**src/vga_pkg.sv**
```systemverilog
`default_nettype none

package vga_pkg;

	////////////////////////////////////////
	// Horizontal timing in pixel clocks
	////////////////////////////////////////
	localparam int H_ACTIVE = 640;
	localparam int H_FRONT  = 16;
	localparam int H_PULSE  = 96;
	localparam int H_BACK   = 48;
	localparam int H_TOTAL  = H_ACTIVE + H_FRONT + H_PULSE + H_BACK;

	////////////////////////////////////////
	// Vertical timing in lines
	////////////////////////////////////////
	localparam int V_ACTIVE = 480;
	localparam int V_FRONT  = 10;
	localparam int V_PULSE  = 2;
	localparam int V_BACK   = 33;
	localparam int V_TOTAL  = V_ACTIVE + V_FRONT + V_PULSE + V_BACK;

	// Segment codes, same order for both porch machines
	localparam logic [1:0] SEG_ACTIVE = 2'd0;
	localparam logic [1:0] SEG_FRONT  = 2'd1;
	localparam logic [1:0] SEG_PULSE  = 2'd2;
	localparam logic [1:0] SEG_BACK   = 2'd3;

	////////////////////////////////////////
	// Screen and buffer geometry
	////////////////////////////////////////
	localparam int COORD_W     = 10;
	// Each stored pixel covers a 4x4 screen block
	localparam int SCALE_SHIFT = 2;
	localparam int FB_W        = H_ACTIVE >> SCALE_SHIFT;
	localparam int FB_H        = V_ACTIVE >> SCALE_SHIFT;
	localparam int FB_DEPTH    = FB_W * FB_H;
	localparam int FB_ADDR_W   = 15;

	// Scan position as seen by the buffer read side
	typedef struct packed {
		logic [COORD_W-1:0] x;
		logic [COORD_W-1:0] y;
		logic               active;
	} scan_pos_t;

	// RGB565 fields, red in the top bits
	typedef struct packed {
		logic [4:0] red;
		logic [5:0] green;
		logic [4:0] blue;
	} rgb565_t;

	// Bus side sees the raw word, colour stage sees fields
	typedef union packed {
		logic [15:0] raw;
		rgb565_t     rgb;
	} pixel_t;

	// VGA pins
	typedef struct packed {
		logic [7:0] red;
		logic [7:0] green;
		logic [7:0] blue;
		logic       hsync;
		logic       vsync;
		logic       blank_n;
	} vga_out_t;

	// Idle level of the pins, syncs high and picture dark
	localparam vga_out_t VGA_OUT_IDLE = '{
		red: 8'h00, green: 8'h00, blue: 8'h00,
		hsync: 1'b1, vsync: 1'b1, blank_n: 1'b0
	};

	// Wishbone classic master to slave
	typedef struct packed {
		logic                 cyc;
		logic                 stb;
		logic                 we;
		logic [FB_ADDR_W-1:0] adr;
		pixel_t               dat;
	} wb_req_t;

	// Wishbone classic slave to master
	typedef struct packed {
		logic   ack;
		pixel_t dat;
	} wb_rsp_t;

	// Host port of the frame buffer
	typedef struct packed {
		logic                 we;
		logic                 in_range;
		logic [FB_ADDR_W-1:0] addr;
		pixel_t               wdata;
	} fb_host_t;

endpackage

`default_nettype wire

```
**src/wb_pixel_port.sv**
```systemverilog
`timescale 1ns/1ps
`default_nettype none

module wb_pixel_port import vga_pkg::*; (
	input  logic     clk,
	input  logic     reset,
	input  wb_req_t  req,
	output wb_rsp_t  rsp,
	output fb_host_t host,
	input  pixel_t   host_rdata
);

	logic ack;
	logic start;
	logic in_range;
	logic range_q;

	// New cycle only while no ack is outstanding
	assign start    = req.cyc && req.stb && !ack;
	// Words past the last buffer row are ignored
	assign in_range = (req.adr < FB_ADDR_W'(FB_DEPTH));

	// Buffer access straight from the bus
	always_comb begin
		host.we       = start && req.we;
		host.in_range = in_range;
		host.addr     = req.adr;
		host.wdata    = req.dat;
	end

	// One-clock ack, write lands on the same edge
	always_ff @(posedge clk) begin
		if (reset) begin
			ack <= 1'b0;
		end else begin
			ack <= start;
		end
	end

	// Range flag travels with the read data
	always_ff @(posedge clk) begin
		range_q <= in_range;
	end

	// Read data valid during ack, zero when out of range
	always_comb begin
		rsp.ack = ack;
		rsp.dat = range_q ? host_rdata : pixel_t'('0);
	end

	// Every ack answers a request seen one clock earlier
	a_ack_after_req : assert property (
		@(posedge clk) disable iff (reset)
		$rose(ack) |-> $past(req.cyc && req.stb)
	);

endmodule

`default_nettype wire
```
**config.mk**
```make
export PLATFORM = sky130hd
export DESIGN_NAME = wb_pixel_port
export DESIGN_NICKNAME = d
export VERILOG_FILES = /design/src/vga_pkg.sv /design/src/wb_pixel_port.sv
export SDC_FILE = /design/constraint.sdc
export NUM_CORES = 1
export LEC_CHECK = 0
export BUFFER_PORTS_ARGS = -buffer_cell sky130_fd_sc_hd__buf_2
export CORE_MARGIN = 2
export CORE_UTILIZATION = 21
export CTS_BUF_LIST = sky130_fd_sc_hd__clkbuf_4
export DETAILED_ROUTE_END_ITERATION = 8
export PLACE_DENSITY = 0.76
export SLEW_MARGIN = 5
export SYNTH_ARGS = -nofsm -noshare
export SYNTH_HDL_FRONTEND = slang
export SYNTH_SLANG_ARGS = --single-unit
```
**constraint.sdc**
```tcl
create_clock -name clk -period 0.8 [get_ports clk]
set_input_delay 0.04 -clock clk [delete_from_list [all_inputs] [get_ports clk]]
set_output_delay 0.04 -clock clk [all_outputs]
set_load 0.1 [all_outputs]
```
Word level (Yosys, flattened, before mapping). Index checks and enable logic that the tools add are counted.

Logic and storage cells: 8. Flip-flop bits (word level): 2. Input bits: 52. Output and inout port bits: 50.

$lt $le $gt $ge: 1. Mux-type cells: 1. Reductions and logical operators: 4.

Operators by type and width (count): 16-bit two-way mux (1); 15-bit < comparator, second input constant (1); 1-bit logical AND (3); 1-bit logical NOT (1).

Longest topological paths before layout.
Depth after elaboration: 3. Gate-level depth with buffers: 3. Mapped depth without buffers: 2.

Worst setup path after synthesis. OpenSTA, ideal clock, no wires.

Path kind: flip-flop to output port. From: reg ack. To: out host[32] in the netlist's numbering. Cell stages (with the launch flop): 2. Buffers on the path: 0. Setup slack: -1744 ps. Arrival time: 2504 ps. Required time: 760 ps. Cells stage by stage: dfxtp_1 nor3b_1.

RTL lines: start, declared (line wb_pixel_port.sv:13) `logic ack;`; start signal, assigned (line wb_pixel_port.sv:36) `ack <= start;`; end, declared (line wb_pixel_port.sv:9) `output fb_host_t host,`.

==> metrics.yaml <==
run_status:
  outcome: "complete, but fails checks"
  violations: "setup timing"
sta:
  worst_pin_slew_ns: 0.186
  timing.slew.headroom_pct: 87.6
  finClkSkew_ns: 0
  layout_setup_ws_ns: -0.248
  final_hold_viol_count: 0
  setup-violations-final: 19
  rsz0062_at_grt: "yes"
  max_freq_ghz: 0.955
  drv_slew: 0
  min_period_ns: 1.05
  period_share_pct: 131
  whs_ns: 0.0800
floorplan:
  die_area_um2: 2450
  fp.dieH_um: 49.5
  io_pins: 102
  die_w_um: 49.5
  std_cell_rows: 16
  coreArea_um2: 1960
  start_util_pct: 22.2
hold_path:
  min_from: "req[17]"
  min_path_cells: 0
  min_path_type: "in -> out"
  hold_path_end: "host[17]"
critical_path:
  r2r_cells: 3
  critPathMaxStageDelay_ns: 0.35
  critPathCaptureType: "output port"
  crit_path_max_fanout: 8
  arrival_ns: 1.01
  path_cells: "buf_6 > and2_4 > buf_12"
  slowest_stage: "dfxtp_4"
  crit_type: "reg -> out"
  worstReg2RegStart: "ack"
  start_kind: "flop"
  r2r-end: "ack"
  required_ns: 0.76
  rrSetupSlack_ns: 0.04
grt:
  grt_start_max_net_pins: 17
  grt_antenna_before_repair: 0
  grt_overflow: 0
  grt.total_usage_pct: 13.7
  first_global_vias: 541
  grt_pass1_wl_um: 2510
synthesis:
  synth-main-ff-cell: "dfxtp_1"
  synth_commonest_cells: "buf_4 (34), and2_1 (16), dfxtp_1 (2)"
  synth_top_area_cell: "buf_4"
  yosysMostFrequentCell: "buf_4"
  synth_area_um2: 435
  ys_types: 9
  syn_area_per_cell_um2: 7.51
  synth_top_area_share_pct: 58.6
  synth_edf_count: 0
  ys_warn_count: 0
  async_flop_share_pct: 0
  ys_ff_latch: 2
  synth_nets: 110
  seq_area_frac_synth_pct: 9.20
  syn_inst: 58
  synth_area_leaders: "buf_4 (59%), and2_1 (23%), dfxtp_1 (9.2%), a211o_1 (2.0%), o21ai_2 (2.0%)"
clock_network:
  cts_buffers: 3
  clockBufferDepth: 2
  clock_latency_ns: 0.22
  ctsHtreeMaxLevel: 1
  clock-sinks: 2
  clk_pin_slew_ns: 0.03
  cts_root_buf: "clkbuf_4"
  cts_tree: "built"
place:
  dp.cells: 111
  io_buffers: 53
  dpl.hpwl_um: 1430
  place.gp.congestion: 0.672
  placed_cell_area_um2: 975
final_layout:
  fin_nets: 148
  n_antenna_cell: 0
  utilization_pct: 56.6
  design_area_um2: 1110
  areaGrowthSynthToFinish_pct: 155
  final-instance-count-excl-fill: 121
  drive_above_1_share_pct: 96.8
power:
  p_leak_nw: 0.545
  p_per_area_nw_per_um2: 1410
  vdd.ir_drop.worst_v: 0.000855
  total_power_mw: 1.56
detailed_routing:
  viasPerCell: 4.15
  wl_per_cell_um: 13.5
  drc: 0
  dr.first_iter.drc_count: 2
  vias: 502
  first_pass_iters: 2
  wl_um: 1630
  antenna_left: 0
flow_run:
  drv_cap: 0
[worst max-delay path, delay by kind of cell (launching register included)]
kind                   cells  cell delay [ns]
and+or+nand+nor            1             0.15
buffers and inverters      2             0.29
DFF                        1             0.35
[kinds of logic after synthesis]
group                  count (synthesis)  synth area share, %
flip-flops                             2                 9.20
AO/OA/AOI/OAI                          2                 4.02
AND/OR/NAND/NOR                       20                 28.2
buffers and inverters                 34                 58.6
[routing by layer]
layer	part of all wire (%)	up-vias	wire length (µm)	GRT usage, %
li1	-	220	-	-
met3	16	0	267	7.88
met5	0	-	0	0
met2	54	57	884	28.0
met4	0	0	0	3.24
met1	29	225	475	10.5
[power breakdown]
part / leakage [nW] / total [mW] / internal, mW / switching (mW)
Combinational: 0.513 / 1.24 / 0.493 / 0.745
Sequential: 0.0173 / 0.113 / 0.106 / 0.00661
Clock: 0.0138 / 0.215 / 0.165 / 0.0499
Total: 0.545 / 1.56 / 0.764 / 0.801
[placed cells by master, fill, tap and decap left out]
cell type / n
buf_12: 27
buf_2: 25
and2_4: 16
buf_4: 9
buf_6: 5
clkbuf_4: 3
nand2_1: 1
nor3b_4: 1
and3_4: 1
a211o_1: 1
o21ai_4: 1
nor3_2: 1
dfxtp_2: 1
dlygate4sd3_1: 1
dfxtp_4: 1
[per-stage QoR]
step	TNS [ns]	setup slack [ns]
3_3_place_gp	-0.846	-0.0968
6_report	-4.11	-0.248
3_5_place_dp	-1.40	-0.0950
4_1_cts	-4.31	-0.257
5_1_grt	-4.87	-0.289
2_1_floorplan	-0.870	-0.397
[registers in the layout, summed over array words and instances (netlist names)]
register	cells
ack	1
range_q	1
[timing repair]
action | 4_1_cts | 5_1_grt
gates resized for setup | 4 | 9
pin swaps | 2 | 4
hold buffers | 1 | 0
setup endpoints to repair | 19 | 19
hold endpoints to repair | 1 | 0
buffers inserted | 2 | 5
gates cloned | 0 | 0
[worst max-delay path by stage]
stage | from | to | slack (ns) | cells past startpoint
final | range_q | rsp[5] | -0.25 | 3
after global routing | range_q | rsp[5] | -0.29 | 3
after CTS | range_q | rsp[15] | -0.26 | 2
after detailed placement | req[26] | host[31] | -0.09 | 4
after global placement | req[26] | host[31] | -0.1 | 4
after floorplan | ack | host[32] | -0.40 | 1
[cell type report]
| cell class | count | area [µm²] |
|---|---|---|
| Sequential cell | 2 | 45.0 |
| Timing Repair Buffer | 67 | 800 |
| Multi-Input combinational cell | 22 | 209 |
| Tap cell | 27 | 33.8 |
| Clock buffer | 3 | 22.5 |
| Fill cell | 178 | 852 |
Note: power is estimated with default switching activity, not from simulation.
