<file path="src/vga_pkg.sv">
`default_nettype none

package vga_pkg;

	////////////////////////////////////////
	// Horizontal timing in pixel clocks
	////////////////////////////////////////
	localparam int H_ACTIVE = 640;
	localparam int H_FRONT  = 16;
	localparam int H_PULSE  = 96;
	localparam int H_BACK   = 48;
	localparam int H_TOTAL  = H_ACTIVE + H_FRONT + H_PULSE + H_BACK;

	////////////////////////////////////////
	// Vertical timing in lines
	////////////////////////////////////////
	localparam int V_ACTIVE = 480;
	localparam int V_FRONT  = 10;
	localparam int V_PULSE  = 2;
	localparam int V_BACK   = 33;
	localparam int V_TOTAL  = V_ACTIVE + V_FRONT + V_PULSE + V_BACK;

	// Segment codes, same order for both porch machines
	localparam logic [1:0] SEG_ACTIVE = 2'd0;
	localparam logic [1:0] SEG_FRONT  = 2'd1;
	localparam logic [1:0] SEG_PULSE  = 2'd2;
	localparam logic [1:0] SEG_BACK   = 2'd3;

	////////////////////////////////////////
	// Screen and buffer geometry
	////////////////////////////////////////
	localparam int COORD_W     = 10;
	// Each stored pixel covers a 4x4 screen block
	localparam int SCALE_SHIFT = 2;
	localparam int FB_W        = H_ACTIVE >> SCALE_SHIFT;
	localparam int FB_H        = V_ACTIVE >> SCALE_SHIFT;
	localparam int FB_DEPTH    = FB_W * FB_H;
	localparam int FB_ADDR_W   = 15;

	// Scan position as seen by the buffer read side
	typedef struct packed {
		logic [COORD_W-1:0] x;
		logic [COORD_W-1:0] y;
		logic               active;
	} scan_pos_t;

	// RGB565 fields, red in the top bits
	typedef struct packed {
		logic [4:0] red;
		logic [5:0] green;
		logic [4:0] blue;
	} rgb565_t;

	// Bus side sees the raw word, colour stage sees fields
	typedef union packed {
		logic [15:0] raw;
		rgb565_t     rgb;
	} pixel_t;

	// VGA pins
	typedef struct packed {
		logic [7:0] red;
		logic [7:0] green;
		logic [7:0] blue;
		logic       hsync;
		logic       vsync;
		logic       blank_n;
	} vga_out_t;

	// Idle level of the pins, syncs high and picture dark
	localparam vga_out_t VGA_OUT_IDLE = '{
		red: 8'h00, green: 8'h00, blue: 8'h00,
		hsync: 1'b1, vsync: 1'b1, blank_n: 1'b0
	};

	// Wishbone classic master to slave
	typedef struct packed {
		logic                 cyc;
		logic                 stb;
		logic                 we;
		logic [FB_ADDR_W-1:0] adr;
		pixel_t               dat;
	} wb_req_t;

	// Wishbone classic slave to master
	typedef struct packed {
		logic   ack;
		pixel_t dat;
	} wb_rsp_t;

	// Host port of the frame buffer
	typedef struct packed {
		logic                 we;
		logic                 in_range;
		logic [FB_ADDR_W-1:0] addr;
		pixel_t               wdata;
	} fb_host_t;

endpackage

`default_nettype wire

</file>
<file path="src/vga_timing.sv">
`timescale 1ns/1ps
`default_nettype none

module vga_timing import vga_pkg::*; (
	input  logic      clk,
	input  logic      reset,
	output scan_pos_t scan,
	output logic      hsync_raw,
	output logic      vsync_raw
);

	logic [1:0]         h_state;
	logic [1:0]         v_state;
	logic [COORD_W-1:0] h_count;
	logic [COORD_W-1:0] v_count;
	logic [COORD_W-1:0] h_len;
	logic [COORD_W-1:0] v_len;
	logic               h_last;
	logic               v_last;
	logic               line_end;

	// Length of the current horizontal segment
	always_comb begin
		case (h_state)
			SEG_ACTIVE: h_len = COORD_W'(H_ACTIVE);
			SEG_FRONT:  h_len = COORD_W'(H_FRONT);
			SEG_PULSE:  h_len = COORD_W'(H_PULSE);
			default:    h_len = COORD_W'(H_BACK);
		endcase
	end

	// Length of the current vertical segment
	always_comb begin
		case (v_state)
			SEG_ACTIVE: v_len = COORD_W'(V_ACTIVE);
			SEG_FRONT:  v_len = COORD_W'(V_FRONT);
			SEG_PULSE:  v_len = COORD_W'(V_PULSE);
			default:    v_len = COORD_W'(V_BACK);
		endcase
	end

	assign h_last   = (h_count == h_len - 1'b1);
	assign v_last   = (v_count == v_len - 1'b1);
	// Last back porch clock closes the line
	assign line_end = (h_state == SEG_BACK) && h_last;

	////////////////////////////////////////
	// Horizontal machine
	////////////////////////////////////////
	always_ff @(posedge clk) begin
		if (reset) begin
			h_state <= SEG_ACTIVE;
			h_count <= '0;
		end else if (h_last) begin
			// Segments follow in code order and wrap to active
			h_state <= h_state + 2'd1;
			h_count <= '0;
		end else begin
			h_count <= h_count + 1'b1;
		end
	end

	////////////////////////////////////////
	// Vertical machine
	////////////////////////////////////////
	// Steps once per line, same edge the line wraps
	always_ff @(posedge clk) begin
		if (reset) begin
			v_state <= SEG_ACTIVE;
			v_count <= '0;
		end else if (line_end) begin
			if (v_last) begin
				v_state <= v_state + 2'd1;
				v_count <= '0;
			end else begin
				v_count <= v_count + 1'b1;
			end
		end
	end

	// Position of the pixel wanted now, zero outside active
	always_comb begin
		scan.x      = (h_state == SEG_ACTIVE) ? h_count : '0;
		scan.y      = (v_state == SEG_ACTIVE) ? v_count : '0;
		scan.active = (h_state == SEG_ACTIVE) && (v_state == SEG_ACTIVE);
	end

	// Syncs are active low, only in the pulse segment
	assign hsync_raw = (h_state != SEG_PULSE);
	assign vsync_raw = (v_state != SEG_PULSE);

	// Counters never run past their segment
	a_h_count_range : assert property (
		@(posedge clk) disable iff (reset) h_count < h_len
	);
	a_v_count_range : assert property (
		@(posedge clk) disable iff (reset) v_count < v_len
	);

endmodule

`default_nettype wire

</file>
<file path="config.mk">
export PLATFORM = sky130hd
export DESIGN_NAME = vga_timing
export DESIGN_NICKNAME = d
export VERILOG_FILES = /design/src/vga_pkg.sv /design/src/vga_timing.sv
export SDC_FILE = /design/constraint.sdc
export NUM_CORES = 1
export LEC_CHECK = 0
export ABC_AREA = 1
export BUFFER_PORTS_ARGS = -buffer_cell sky130_fd_sc_hd__buf_2
export CAP_MARGIN = 20
export CORE_MARGIN = 10
export CORE_UTILIZATION = 24
export DETAILED_ROUTE_END_ITERATION = 8
export GPL_TIMING_DRIVEN = 0
export PLACE_DENSITY = 0.44
export SLEW_MARGIN = 20
export SYNTH_ARGS = -nofsm -noshare
export SYNTH_HDL_FRONTEND = slang
export SYNTH_SLANG_ARGS = --single-unit
</file>
<file path="constraint.sdc">
create_clock -name clk -period 5.65 [get_ports clk]
set_input_delay 0.2825 -clock clk [delete_from_list [all_inputs] [get_ports clk]]
set_output_delay 0.2825 -clock clk [all_outputs]
set_load 0.05 [all_outputs]
</file>
-- Yosys cells after proc, flatten, opt, wreduce, memory -nomap -nowiden
Index checks and enable logic that the tools add are counted.
- register bits: 24
- word-level logic and storage cells: 30
- output and inout port bits: 23
- input port bits: 2
- add/sub/neg operators: 6
- reduce and logical (&&, ||, !) cells: 6
- muxes and demuxes: 5
- eq/ne operators: 9
- operators by type and width (cell ; count):
    $mux 10 ; 3
    $pmux 10 s3 ; 1
    $pmux 9 s3 ; 1
    $add 10x1->10 const B ; 2
    $eq 10x10->1 ; 2
    $sub 10x1->10 const B ; 2
    $eq 2x2->1 const B ; 3
    $add 2x1->2 const B ; 2
    $eq 2x1->1 const B ; 2
    $logic_not 2->1 ; 2
    $ne 2x2->1 const B ; 2
    $logic_and 1x1->1 ; 2
    $reduce_and 2->1 ; 1
    $reduce_or 2->1 ; 1

-- Longest topological paths before layout
- depth in word-level cells: 6
- gate-level depth with buffers: 14

-- Worst setup path after synthesis
No wires, ideal clock.
- path type: reg2reg
- start: register v_state[0]
- end: register v_state[1]
- library setup time: 0.113 ns
- stages on the path, launching flop included: 12
- required time: 5.537 ns
- clock period less this slack: 1.930 ns
- setup slack: 3.720 ns
- path buffers: 0
- arrival: 1.817 ns
- cell sequence: dfxtp_1 -> inv_1 -> ha_1 -> ha_1 -> nor2_1 -> nand2_1 -> nor2_1 -> nand4_2 -> nor2_1 -> nand2_1 -> nand2_1 -> nor2_1
- word-level cells in the longest chain between the ends: 5
- elaborated cells between the ends (all ways): 8
- those cells by class: add/sub (2); eq/ne (3); mux (1); reduce/logical (2)
- ends and longest elaborated chain (element ; RTL line ; text):
    start: declaration ; vga_timing.sv:13 ; logic [1:0] v_state;
    start signal: assignment ; vga_timing.sv:73 ; v_state <= v_state + 2'd1;
    $eq 2x2->1 (tied with other cells) ; vga_timing.sv:34 ; case (v_state)
    $pmux 9 s3 ; vga_timing.sv:34 ;
    $sub 10x1->10 ; vga_timing.sv:43 ; assign v_last = (v_count == v_len - 1'b1);
    $eq 10x10->1 ; vga_timing.sv:43 ;
    $reduce_and 2->1 (no source line) ; - ;
Several ways; a longest one is shown, not always the timed one.
A chain may end at the register's enable or synchronous reset.

-- Final worst setup path
Same ends and word-level chain as after synthesis.

==> flow_summary.yaml <==
logic_synthesis:
  synth_most_common_cell: "nand2_1"
  synthDistinctLibCells: 26
  ys_ff_latch: 24
  syn_nets: 308
  synth_mux_area_frac: 0
  synth_top_family_by_area: "simple AND/OR/NAND/NOR gates"
  synthArstFlopShare: 0
  synth-warning-count: 0
  ys_top_cells_by_count: "nand2_1, inv_1, nor2_1"
  syn_area_um2: 1810
  synth-compound-area-share: 0.0656
  synth_xor_area_frac: 0.0532
  synth_top_area_cell: "dfxtp_1"
  synthAdderAreaFrac: 0.124
  yosysTopAreaCellShare: 0.265
  synth_edf_count: 0
  ys_seq_area_frac: 0.265
  yosys.area_share.simple: 0.369
  synthFlopType: "dfxtp_1"
  syn_inst: 288
  synth_area_per_cell_um2: 6.29
  synth.top_cells.by_area: "dfxtp_1, nand2_1, ha_1, inv_1, nor2_1"
pwr:
  ir_drop_v: 0.000102
  leakage_nw: 1.06
  power_uw: 344
  p_per_area_nw_per_um2: 162
sta:
  finalMaxSlewViolations: 0
  rsz0062_at_grt: "false"
  setup_viol: 0
  finalCritPeriodShare: 0.412
  finalHoldViolCount: 0
  max_slew.worst_pin.slew_ns: 0.453
  holdWs_ns: 0.234
  min_period_ns: 2.33
  fin_skew_ns: 0.00527
  relSlewSlack: 0.698
  fmax_mhz: 430
  fin_setup_tns_ns: 0
worst_setup_path:
  cp-end-kind: "flip-flop"
  arrival_ns: 2.51
  cp_slowest_cell: "dfxtp_1"
  worstSetupPathType: "reg2reg"
  cpPeakStageDelay_ns: 0.44
  critical_path.cell_chain: "inv_1 > ha_1 > ha_1 > nor2_1 > nand2_1 > nor2_1 > nand4_2 > nor2_1 > nand2_1 > nand2_1 > nor2_1"
  crit_family: "simple AND/OR/NAND/NOR gates"
  r2r_slack_ns: 3.32
  cpMostUsedCell: "nor2_1"
  required_ns: 5.83
  crit_buf_inv: 1
  start_kind: "flip-flop"
  cp_max_fo: 8
finish:
  layout.cells.non_filler: 415
  diodes: 0
  post-route-util: 0.292
  drive_gt1_frac: 0.136
  syn2layout_area_growth_pct: 17.4
  fillCellCount: 858
  final_nets: 337
floorplanning:
  dieArea_um2: 11400
  core_area_um2: 7290
  row_count: 31
  chipWidth_um: 107
  start_util: 0.248
  io-pin-count: 25
  die_y_um: 107
place:
  io_buffer_count: 24
  dp.final_hpwl_um: 3450
  routabilityCongestion: 0.787
  place_inst: 411
grt:
  grt-ovfl-total: 0
  grt_max_degree: 15
  grt_pass1_vias: 1686
  grt_pass1_wl_um: 7710
  grtUsageTotal: 0.0786
  antenna_found_initial: 0
detailed_routing:
  vias: 1731
  drc_errors: 0
  drtPass1Iterations: 4
  wl_per_cell_um: 10.5
  totalWireLength_um: 4350
  viasPerCell: 4.17
  ant_nets: 0
  drt_iter0_markers: 46
cts:
  htree_levels: 1
  cts_tree: "done"
  cts_resized: 0
  cts_hold_buffers: 0
  insertion_delay_ns: 0.27
  path_clk_slew_ns: 0.09
  clockBufferDepth: 2
  cts-root-buf: "clkbuf_8"
  cts_buffers: 3
  cts_sinks: 24
  cts_setup_buffers: 0
job:
  max-cap-violations: 0
worst_hold_path:
  worstHoldPathType: "in2reg"
status:
  outcome: "finished, final reports clean"
## cell type report
| type | instances | area (um^2) | share of cell area |
|---|---|---|---|
| Multi-Input combinational cell | 208 | 1110 | 0.521 |
| Sequential cell | 24 | 480 | 0.226 |
| Inverter | 49 | 184 | 0.0865 |
| Tap cell | 99 | 124 | 0.0582 |
| Timing Repair Buffer | 24 | 120 | 0.0565 |
| Clock buffer | 3 | 41.3 | 0.0194 |
| Buffer | 7 | 38.8 | 0.0182 |
| Clock inverter | 1 | 30.0 | 0.0141 |
## worst register-to-register path, cell delays in order, from the launching register on
cell and delay, ns:
dfxtp_1 0.44, inv_1 0.12, ha_1 0.28, ha_1 0.29, nor2_1 0.15, nand2_1 0.10, nor2_1 0.13, nand4_2 0.26
nor2_1 0.27, nand2_1 0.08, nand2_1 0.06, nor2_1 0.04
## stage by stage
step,worst slack [ns],cell area [um^2]
floorplan,3.72,1810
detailed placement,3.26,2060
global placement,3.30,2060
CTS,3.24,2130
global route,2.96,2130
finish,3.32,2130
## logic make-up after synthesis
family,count (synthesis)
fa+ha+maj,18
compound gates,23
buf+inv,56
flops,24
simple gates,156
xor+xnor,11
## layer usage
metal / wire [um] / GRT usage
met2: 2020 / 0.137
met4: 0 / 0.00774
met1: 2130 / 0.0958
met3: 195 / 0.0234
met5: 0 / 0
## layout by cell type, fill, tap and decap left out, types with 2 or more instances in the layout
| master | instances |
|---|---|
| nor2_1 | 45 |
| buf_2 | 28 |
| nand3b_1 | 2 |
| inv_1 | 45 |
| dfxtp_1 | 24 |
| clkbuf_1 | 2 |
| ha_1 | 18 |
| clkbuf_8 | 3 |
| o21ai_0 | 6 |
| xnor2_1 | 4 |
| nand2_1 | 77 |
| nand4_1 | 4 |
| a21oi_1 | 14 |
| nor3_1 | 2 |
| nand3_1 | 19 |
| inv_2 | 4 |
| xor2_1 | 7 |
| nor2_4 | 2 |
## final timing paths
check             startpoint          to  depth (start not counted)
setup reg to reg  v_state[0]  v_state[1]                         11
hold reg to reg   h_count[0]  h_count[0]                          1
setup / recovery  v_state[0]  v_state[1]                         11
hold / removal         reset  v_count[8]                          2
## power breakdown
group | internal, mW | switching, mW
registers | 0.171 | 0.00183
clock network | 0.0948 | 0.0594
logic | 0.00462 | 0.0129
## sequential cells by signal (all words and copies together) (netlist names)
signal and count:
h_count 10, v_count 10, h_state 2, v_state 2
Note: power is estimated with default switching activity, not from simulation.
