**config.mk**
```make
export PLATFORM = sky130hd
export DESIGN_NAME = vga_pixel_out
export DESIGN_NICKNAME = d
export VERILOG_FILES = /design/src/vga_pkg.sv /design/src/vga_pixel_out.sv
export SDC_FILE = /design/constraint.sdc
export NUM_CORES = 1
export LEC_CHECK = 0
export ABC_AREA = 1
export ABC_CLOCK_PERIOD_IN_PS = 800
export BUFFER_PORTS_ARGS = -buffer_cell sky130_fd_sc_hd__buf_4
export CORE_UTILIZATION = 33
export DETAILED_ROUTE_END_ITERATION = 16
export PLACE_DENSITY = 0.76
export SLEW_MARGIN = 10
export SYNTH_ARGS = -nofsm -noshare
export SYNTH_HDL_FRONTEND = slang
export SYNTH_SLANG_ARGS = --single-unit
```
**constraint.sdc**
```tcl
create_clock -name clk -period 0.8 [get_ports clk]
set_input_delay 0.04 -clock clk [delete_from_list [all_inputs] [get_ports clk]]
set_output_delay 0.04 -clock clk [all_outputs]
set_load 0.005 [all_outputs]
```
**src/vga_pkg.sv**
```systemverilog
`default_nettype none

package vga_pkg;

	////////////////////////////////////////
	// Horizontal timing in pixel clocks
	////////////////////////////////////////
	localparam int H_ACTIVE = 640;
	localparam int H_FRONT  = 16;
	localparam int H_PULSE  = 96;
	localparam int H_BACK   = 48;
	localparam int H_TOTAL  = H_ACTIVE + H_FRONT + H_PULSE + H_BACK;

	////////////////////////////////////////
	// Vertical timing in lines
	////////////////////////////////////////
	localparam int V_ACTIVE = 480;
	localparam int V_FRONT  = 10;
	localparam int V_PULSE  = 2;
	localparam int V_BACK   = 33;
	localparam int V_TOTAL  = V_ACTIVE + V_FRONT + V_PULSE + V_BACK;

	// Segment codes, same order for both porch machines
	localparam logic [1:0] SEG_ACTIVE = 2'd0;
	localparam logic [1:0] SEG_FRONT  = 2'd1;
	localparam logic [1:0] SEG_PULSE  = 2'd2;
	localparam logic [1:0] SEG_BACK   = 2'd3;

	////////////////////////////////////////
	// Screen and buffer geometry
	////////////////////////////////////////
	localparam int COORD_W     = 10;
	// Each stored pixel covers a 4x4 screen block
	localparam int SCALE_SHIFT = 2;
	localparam int FB_W        = H_ACTIVE >> SCALE_SHIFT;
	localparam int FB_H        = V_ACTIVE >> SCALE_SHIFT;
	localparam int FB_DEPTH    = FB_W * FB_H;
	localparam int FB_ADDR_W   = 15;

	// Scan position as seen by the buffer read side
	typedef struct packed {
		logic [COORD_W-1:0] x;
		logic [COORD_W-1:0] y;
		logic               active;
	} scan_pos_t;

	// RGB565 fields, red in the top bits
	typedef struct packed {
		logic [4:0] red;
		logic [5:0] green;
		logic [4:0] blue;
	} rgb565_t;

	// Bus side sees the raw word, colour stage sees fields
	typedef union packed {
		logic [15:0] raw;
		rgb565_t     rgb;
	} pixel_t;

	// VGA pins
	typedef struct packed {
		logic [7:0] red;
		logic [7:0] green;
		logic [7:0] blue;
		logic       hsync;
		logic       vsync;
		logic       blank_n;
	} vga_out_t;

	// Idle level of the pins, syncs high and picture dark
	localparam vga_out_t VGA_OUT_IDLE = '{
		red: 8'h00, green: 8'h00, blue: 8'h00,
		hsync: 1'b1, vsync: 1'b1, blank_n: 1'b0
	};

	// Wishbone classic master to slave
	typedef struct packed {
		logic                 cyc;
		logic                 stb;
		logic                 we;
		logic [FB_ADDR_W-1:0] adr;
		pixel_t               dat;
	} wb_req_t;

	// Wishbone classic slave to master
	typedef struct packed {
		logic   ack;
		pixel_t dat;
	} wb_rsp_t;

	// Host port of the frame buffer
	typedef struct packed {
		logic                 we;
		logic                 in_range;
		logic [FB_ADDR_W-1:0] addr;
		pixel_t               wdata;
	} fb_host_t;

endpackage

`default_nettype wire

```
**src/vga_pixel_out.sv**
```systemverilog
`timescale 1ns/1ps
`default_nettype none

module vga_pixel_out import vga_pkg::*; (
	input  logic      clk,
	input  logic      reset,
	input  pixel_t    pixel,
	input  scan_pos_t scan_info,
	input  logic      hsync_raw,
	input  logic      vsync_raw,
	output vga_out_t  vga
);

	logic     hsync_d;
	logic     vsync_d;
	vga_out_t vga_next;

	// Syncs wait one clock for the buffer read
	always_ff @(posedge clk) begin
		if (reset) begin
			hsync_d <= 1'b1;
			vsync_d <= 1'b1;
		end else begin
			hsync_d <= hsync_raw;
			vsync_d <= vsync_raw;
		end
	end

	////////////////////////////////////////
	// Colour expansion
	////////////////////////////////////////
	always_comb begin
		vga_next = VGA_OUT_IDLE;
		// Low bits padded with zeros
		if (scan_info.active) begin
			vga_next.red   = {pixel.rgb.red, 3'b000};
			vga_next.green = {pixel.rgb.green, 2'b00};
			vga_next.blue  = {pixel.rgb.blue, 3'b000};
		end
		vga_next.hsync   = hsync_d;
		vga_next.vsync   = vsync_d;
		// True active region, not the sync AND
		vga_next.blank_n = scan_info.active;
	end

	// Pins come straight from flops
	always_ff @(posedge clk) begin
		if (reset) begin
			vga <= VGA_OUT_IDLE;
		end else begin
			vga <= vga_next;
		end
	end

endmodule

`default_nettype wire

```
Word level (Yosys, flattened, before mapping)
Cells that the tools add are included.
{"block": "word_totals", "word_cells": 13, "in_bits": 41, "reg_bits": 29, "out_inout_bits": 27}
{"block": "classes", "reduce_logical": 1, "bitwise": 1}
{"cell": "$reduce_or A2 Y1", "count": 1}
{"cell": "$not A1 Y1", "count": 1}

Logic depth before layout (Yosys ltp)
Gate-level depths: netlist of run 1.
{"block": "depth", "ltp_word": 2, "ltp_mapped": 4, "mapped_depth_nobuf": 3}

Worst setup path after synthesis of run 1
OpenSTA, ideal clock, no wires.
{"block": "synth_timing", "path_type": "flip-flop to flip-flop", "startpoint": "register vsync_d", "endpoint": "register vga[1] (netlist name)", "arrival_time_ps": 519, "path_buffers": 0, "path_stages_with_launch": 2, "slack_ps": 158, "setup_ps": 123, "path_cell_list": "dfxtp_1 -> or2_2"}
{"element": "start, declared", "line_no": "vga_pixel_out.sv:15", "text": "logic vsync_d;"}
{"element": "start signal, assigned", "line_no": "vga_pixel_out.sv:25", "text": "vsync_d <= vsync_raw;"}
{"element": "end signal, assigned", "line_no": "vga_pixel_out.sv:51", "text": "vga <= vga_next;"}
{"element": "end, declared", "line_no": "vga_pixel_out.sv:11", "text": "output vga_out_t vga"}
No word-level cell between the ends.

Final worst setup path of run 1
{"block": "layout_timing", "startpoint": "register vga[22] (netlist name)", "endpoint": "output port vga[22] (netlist name)"}
No word-level cell between the ends.

==> results of run 1 <==
-- kinds of logic (layout without fill, tap and decap cells) --
| group | count (synthesis) | count (layout) |
|---|---|---|
| DFF | 21 | 21 |
| and+or+nand+nor | 21 | 21 |
| buffers and inverters | 27 | 79 |
| other | 1 | 8 |
-- sequential cells by signal (all words and copies together), names as in the netlist --
name     count
vsync_d      1
vga         19
hsync_d      1
-- per-stage QoR --
stage / power [mW] / utilization, %
after floorplan: 1.22 / -
after global placement: 1.32 / 52.1
after detailed placement: 1.33 / 52.1
after CTS: 1.88 / 63.5
after global routing: 2.00 / 66.3
final: 1.89 / 66.3
-- cells in the mapped netlist --
library cell / n / area share, %
buf_4: 8 / 9.1
buf_6: 1 / 1.7
conb_1: 1 / 0.57
dfxtp_1: 21 / 64
inv_1: 17 / 9.7
inv_2: 1 / 0.57
nand2_4: 1 / 1.7
nor2_1: 16 / 9.1
or2_2: 4 / 3.8
-- final cells by class --
type / count / area (um2)
Multi-Input combinational cell: 29 / 126
Tap cell: 25 / 31.3
Timing Repair Buffer: 57 / 510
Fill cell: 133 / 607
Sequential cell: 21 / 433
Clock buffer: 4 / 26.3
Inverter: 18 / 67.6
-- layer usage --
| metal | GRT usage [%] | routed length [um] | up-vias |
|---|---|---|---|
| met4 | 5.14 | 0 | 0 |
| met5 | 0 | 0 | - |
| met3 | 5.49 | 142 | 0 |
| li1 | - | - | 292 |
| met1 | 10.9 | 629 | 258 |
| met2 | 23.9 | 864 | 36 |
-- repair_timing --
action	CTS	global route
endpoints found under the setup margin	0	14
hold endpoints to repair	20	4
gates resized for setup	0	20
-- path summary, 6_finish.rpt --
kind              depth (start not counted)  slack (ns)      end  startpoint
hold / removal                            2       -0.03   vga[2]       reset
hold reg to reg                           1        0.42   vga[2]     hsync_d
setup reg to reg                          1        0.14   vga[1]     vsync_d
setup / recovery                          1        0.02  vga[22]     vga[22]
-- power by group --
part / total, mW / switching, mW / internal (mW)
Combinational: 0.291 / 0.0965 / 0.195
Sequential: 1.11 / 0.0158 / 1.09
Clock: 0.485 / 0.292 / 0.194
Total: 1.89 / 0.404 / 1.48
==> results.yml, run 1 <==
synth:
  post_synth.cell_area_avg_um2: 9.42
  postSynthCellCount: 70
  synthSimpleGateAreaFrac_pct: 14.6
  synth_fa_ha_area_share_pct: 0
  synth_compound_area_share_pct: 0
  synth_seq_area_share_pct: 63.8
  synth-xor-area-share_pct: 0
  synthMuxAreaShare_pct: 0
  synth_top_family_by_area: "buffers and inverters"
  syn-cell-area_um2: 659
  ys_ff_latch: 21
  synth.distinct_cells: 9
  yosysWarnings: 0
clock_tree:
  clock_latency_ns: 0.29
  numClockSinks: 21
  cts_buffers: 3
  postCtsSetupRepairBufs: 0
  hold_buffers: 18
  root_buffer: "clkbuf_4"
  clk_pin_slew_ns: 0.11
  cts_tree: "yes"
  htreeDepth: 1
  clockBufferDepth: 2
timing:
  fmaxAchievable_mhz: 1280
  period_needed_ns: 0.782
  rsz0062_at_grt: "yes"
  min_period_over_period_pct: 97.7
  finalMaxSlewViolations: 0
  setup_violations: 0
  setup-tns-final_ns: 0
  finalHoldViolations: 4
  skew_ns: 0.000132
  setup_slack_ns: 0.0181
  hold_slack_ns: -0.0295
place:
  dp.final_hpwl_um: 814
  dpl.cell_count: 132
  gp_congestion: 0.566
  pre_cts_slack_ns: 0.149
  port_buffers: 39
  placed_cell_area_um2: 938
critical_path:
  critPathKind: "reg2out"
  required_ns: 0.76
  worst_setup_path_end_kind: "primary output"
  crit_fanout: 1
  cpPeakStageDelay_ns: 0.33
  cp.arrival_ns: 0.74
  slowest_stage: "dfxtp_1"
  worst-path-buf-inv: 1
  path_delay_family: "flip-flops"
  path_cells: "buf_4"
  start_kind: "register"
global_routing:
  track_usage_pct: 12.4
  grt_max_degree: 18
  grt_pass1_vias: 467
  grt_pass1_wl_um: 1810
  antenna_found_initial: 0
  overflow: 0
route:
  drc: 0
  first_iter_violations: 1
  routedWlPerCell_um: 10.6
  drt_pass1_iterations: 2
  routed_wl_um: 1640
  postRouteAntennaNets: 0
  routed_via_density: 3.81
  num_vias: 586
finish:
  drive_gt1_share_pct: 45.0
  final_cell_mix: "buf_4 (29), dlygate4sd3_1 (18), inv_1 (17)"
  stdcell_count: 154
  layout_commonest_cell: "buf_4"
  num_antenna_cells: 0
  area_delta_synth_final_pct: 81.2
  fin_area_um2: 1190
  nets: 171
die:
  die_h_um: 46.7
  pin_count: 68
  die_w_um: 46.7
  die-area_um2: 2180
  coreArea_um2: 1800
  core.rowCount: 15
  start_util_pct: 36.6
power:
  p_per_area_nw_per_um2: 1580
  peakVddDrop_mv: 0.966
  leakage_nw: 0.643
flow_run:
  cap_violations: 0
outcome:
  status: "finished, violations left"
  violations: "hold timing"
hold_path:
  hp-class: "in2reg"
No activity file was read; power rests on OpenSTA's default activity.
==> inputs of run 2 (changes only) <==
--- a/config.mk
+++ b/config.mk
@@ -5,12 +5,11 @@
 export SDC_FILE = /design/constraint.sdc
 export NUM_CORES = 1
 export LEC_CHECK = 0
-export ABC_AREA = 1
 export ABC_CLOCK_PERIOD_IN_PS = 800
 export BUFFER_PORTS_ARGS = -buffer_cell sky130_fd_sc_hd__buf_4
-export CORE_UTILIZATION = 33
+export CORE_UTILIZATION = 34
 export DETAILED_ROUTE_END_ITERATION = 16
-export PLACE_DENSITY = 0.76
+export PLACE_DENSITY = 0.77
 export SLEW_MARGIN = 10
 export SYNTH_ARGS = -nofsm -noshare
 export SYNTH_HDL_FRONTEND = slang
==> results.yml, run 2 <==
clock_tree:
  clk_pin_slew_ns: 0.11
  clock_latency_ns: 0.29
  htreeDepth: 1
  root_buffer: "clkbuf_4"
  postCtsSetupRepairBufs: 0
  numClockSinks: 21
  cts_tree: "yes"
  clockBufferDepth: 2
  cts_buffers: 3
synth:
  syn-cell-area_um2: 678
  synth-edff-count: 0
  synth.distinct_cells: 8
  synth-async-reset-ratio_pct: 0
  synth_seq_area_share_pct: 62.0
  synth_most_common_cell: "dfxtp_1"
  postSynthCellCount: 54
  synth_common_cells: "dfxtp_1 (21), and3b_1 (16), buf_4 (8), or2_1 (4), buf_2 (2)"
  synth_area_leaders: "dfxtp_1 (62%), and3b_1 (21%), buf_4 (8.9%)"
  ys_ff_latch: 21
  synth_top_area_share_pct: 62.0
  yosysWarnings: 0
  yosysTopAreaCell: "dfxtp_1"
  synth-main-ff-cell: "dfxtp_1"
  post_synth.cell_area_avg_um2: 12.6
finish:
  reg_top3: "vga: 19 flops, hsync_d: 1 flops, vsync_d: 1 flops"
  fin_util_pct: 67.9
  drive_gt1_share_pct: 50.5
  layout_commonest_cell: "buf_4"
  largest_reg_flops: 19
  num_antenna_cells: 0
  nFillCells: 141
  top_register: "vga"
  nets: 153
  final_cell_mix: "buf_4 (25), dlygate4sd3_1 (18), and3b_1 (16)"
  area_delta_synth_final_pct: 80.4
  stdcell_count: 136
timing:
  hold_slack_ns: 0.0640
  finalMaxSlewViolations: 0
  rsz0062_at_grt: "yes"
  skew_ns: 0.00105
  setup-tns-final_ns: 0
  min_period_over_period_pct: 99.2
  setup_violations: 0
  finalHoldViolations: 0
  fmaxAchievable_mhz: 1260
  period_needed_ns: 0.794
critical_path:
  slowest_stage: "dfxtp_1"
  worst-path-buf-inv: 1
  start_kind: "register"
  cp.arrival_ns: 0.75
  cpPeakStageDelay_ns: 0.33
  path_cells: "buf_4"
  required_ns: 0.76
  crit_fanout: 1
  worst_setup_path_end_kind: "primary output"
  path_delay_family: "flip-flops"
  critPathKind: "reg2out"
route:
  met1_length_um: 663
  drc: 0
  wl_met2_um: 1010
  num_vias: 563
  drt_pass1_iterations: 3
  wl_met3_um: 138
  postRouteAntennaNets: 0
  routedWlPerCell_um: 13.5
  routed_wl_um: 1840
  highest_layer: "met4"
  first_iter_violations: 2
  routed_via_density: 4.14
die:
  coreArea_um2: 1800
  die-area_um2: 2180
  die_h_um: 46.7
  die_w_um: 46.7
  core.rowCount: 15
  start_util_pct: 37.6
  pin_count: 68
flow_run:
  cap_violations: 0
global_routing:
  overflow: 0
  grt_pass1_vias: 536
  track_usage_pct: 15.8
  antenna_found_initial: 0
  grt_max_degree: 22
  grt_pass1_wl_um: 2320
hold_path:
  hp-class: "in2reg"
place:
  dpl.cell_count: 114
  port_buffers: 39
  gp_congestion: 0.533
outcome:
  status: "finished clean"
power:
  finalPower_mw: 1.90
  peakVddDrop_mv: 0.805
  p_per_area_nw_per_um2: 1550
  leakage_nw: 0.625
run 2: changes by cell type after synthesis:
cell,before,now
nand2_4,1,0
or2_1,0,4
inv_1,17,0
nor2_1,16,0
and2b_1,0,1
buf_2,0,2
or2_2,4,0
inv_2,1,0
and3b_1,0,16
run 2: worst paths after layout:
check	from	endpoint	slack [ns]	cells after the start
hold reg to reg	hsync_d	vga[2]	0.42	1
setup / recovery	vga[13]	vga[13]	0.006	1
setup reg to reg	vsync_d	vga[1]	0.20	1
hold / removal	scan_info[0]	vga[0]	0.06	2
run 2: cells by family after synthesis:
logic type    count (synthesis)  share of synthesized area, %
flops                        21                          62.0
simple gates                 21                          25.5
buf+inv                      11                          12.0
other cells                   1                         0.553
run 2: layer usage:
layer	GRT usage (%)	vias to the layer above
li1	-	271
met1	14.9	255
met2	31.1	33
met3	2.75	4
met4	8.57	0
met5	0	-
run 2: power breakdown:
| part | total, mW | switching [mW] | internal [mW] |
|---|---|---|---|
| Combinational | 0.295 | 0.0874 | 0.208 |
| Sequential | 1.11 | 0.0187 | 1.09 |
| Clock | 0.494 | 0.300 | 0.194 |
run 2: cell type report:
type	instances	area [um2]	share of cell area [%]
Timing Repair Buffer	57	526	42.9
Multi-Input combinational cell	29	203	16.6
Clock buffer	4	26.3	2.15
Sequential cell	21	438	35.8
Tap cell	25	31.3	2.56
run 2: what timing repair did:
item	in CTS	in global routing
hold buffers	17	1
endpoints found under the hold margin	17	1
pin swaps	0	0
resized for setup	2	26
setup endpoints to repair	1	17
run 2: metrics by stage:
step	area [um2]	worst slack [ns]
final	1220	0.00649
after global routing	1220	-0.0309
after CTS	1150	0.00235
after detailed placement	947	0.206
after global placement	947	0.220
after floorplan	704	0.227
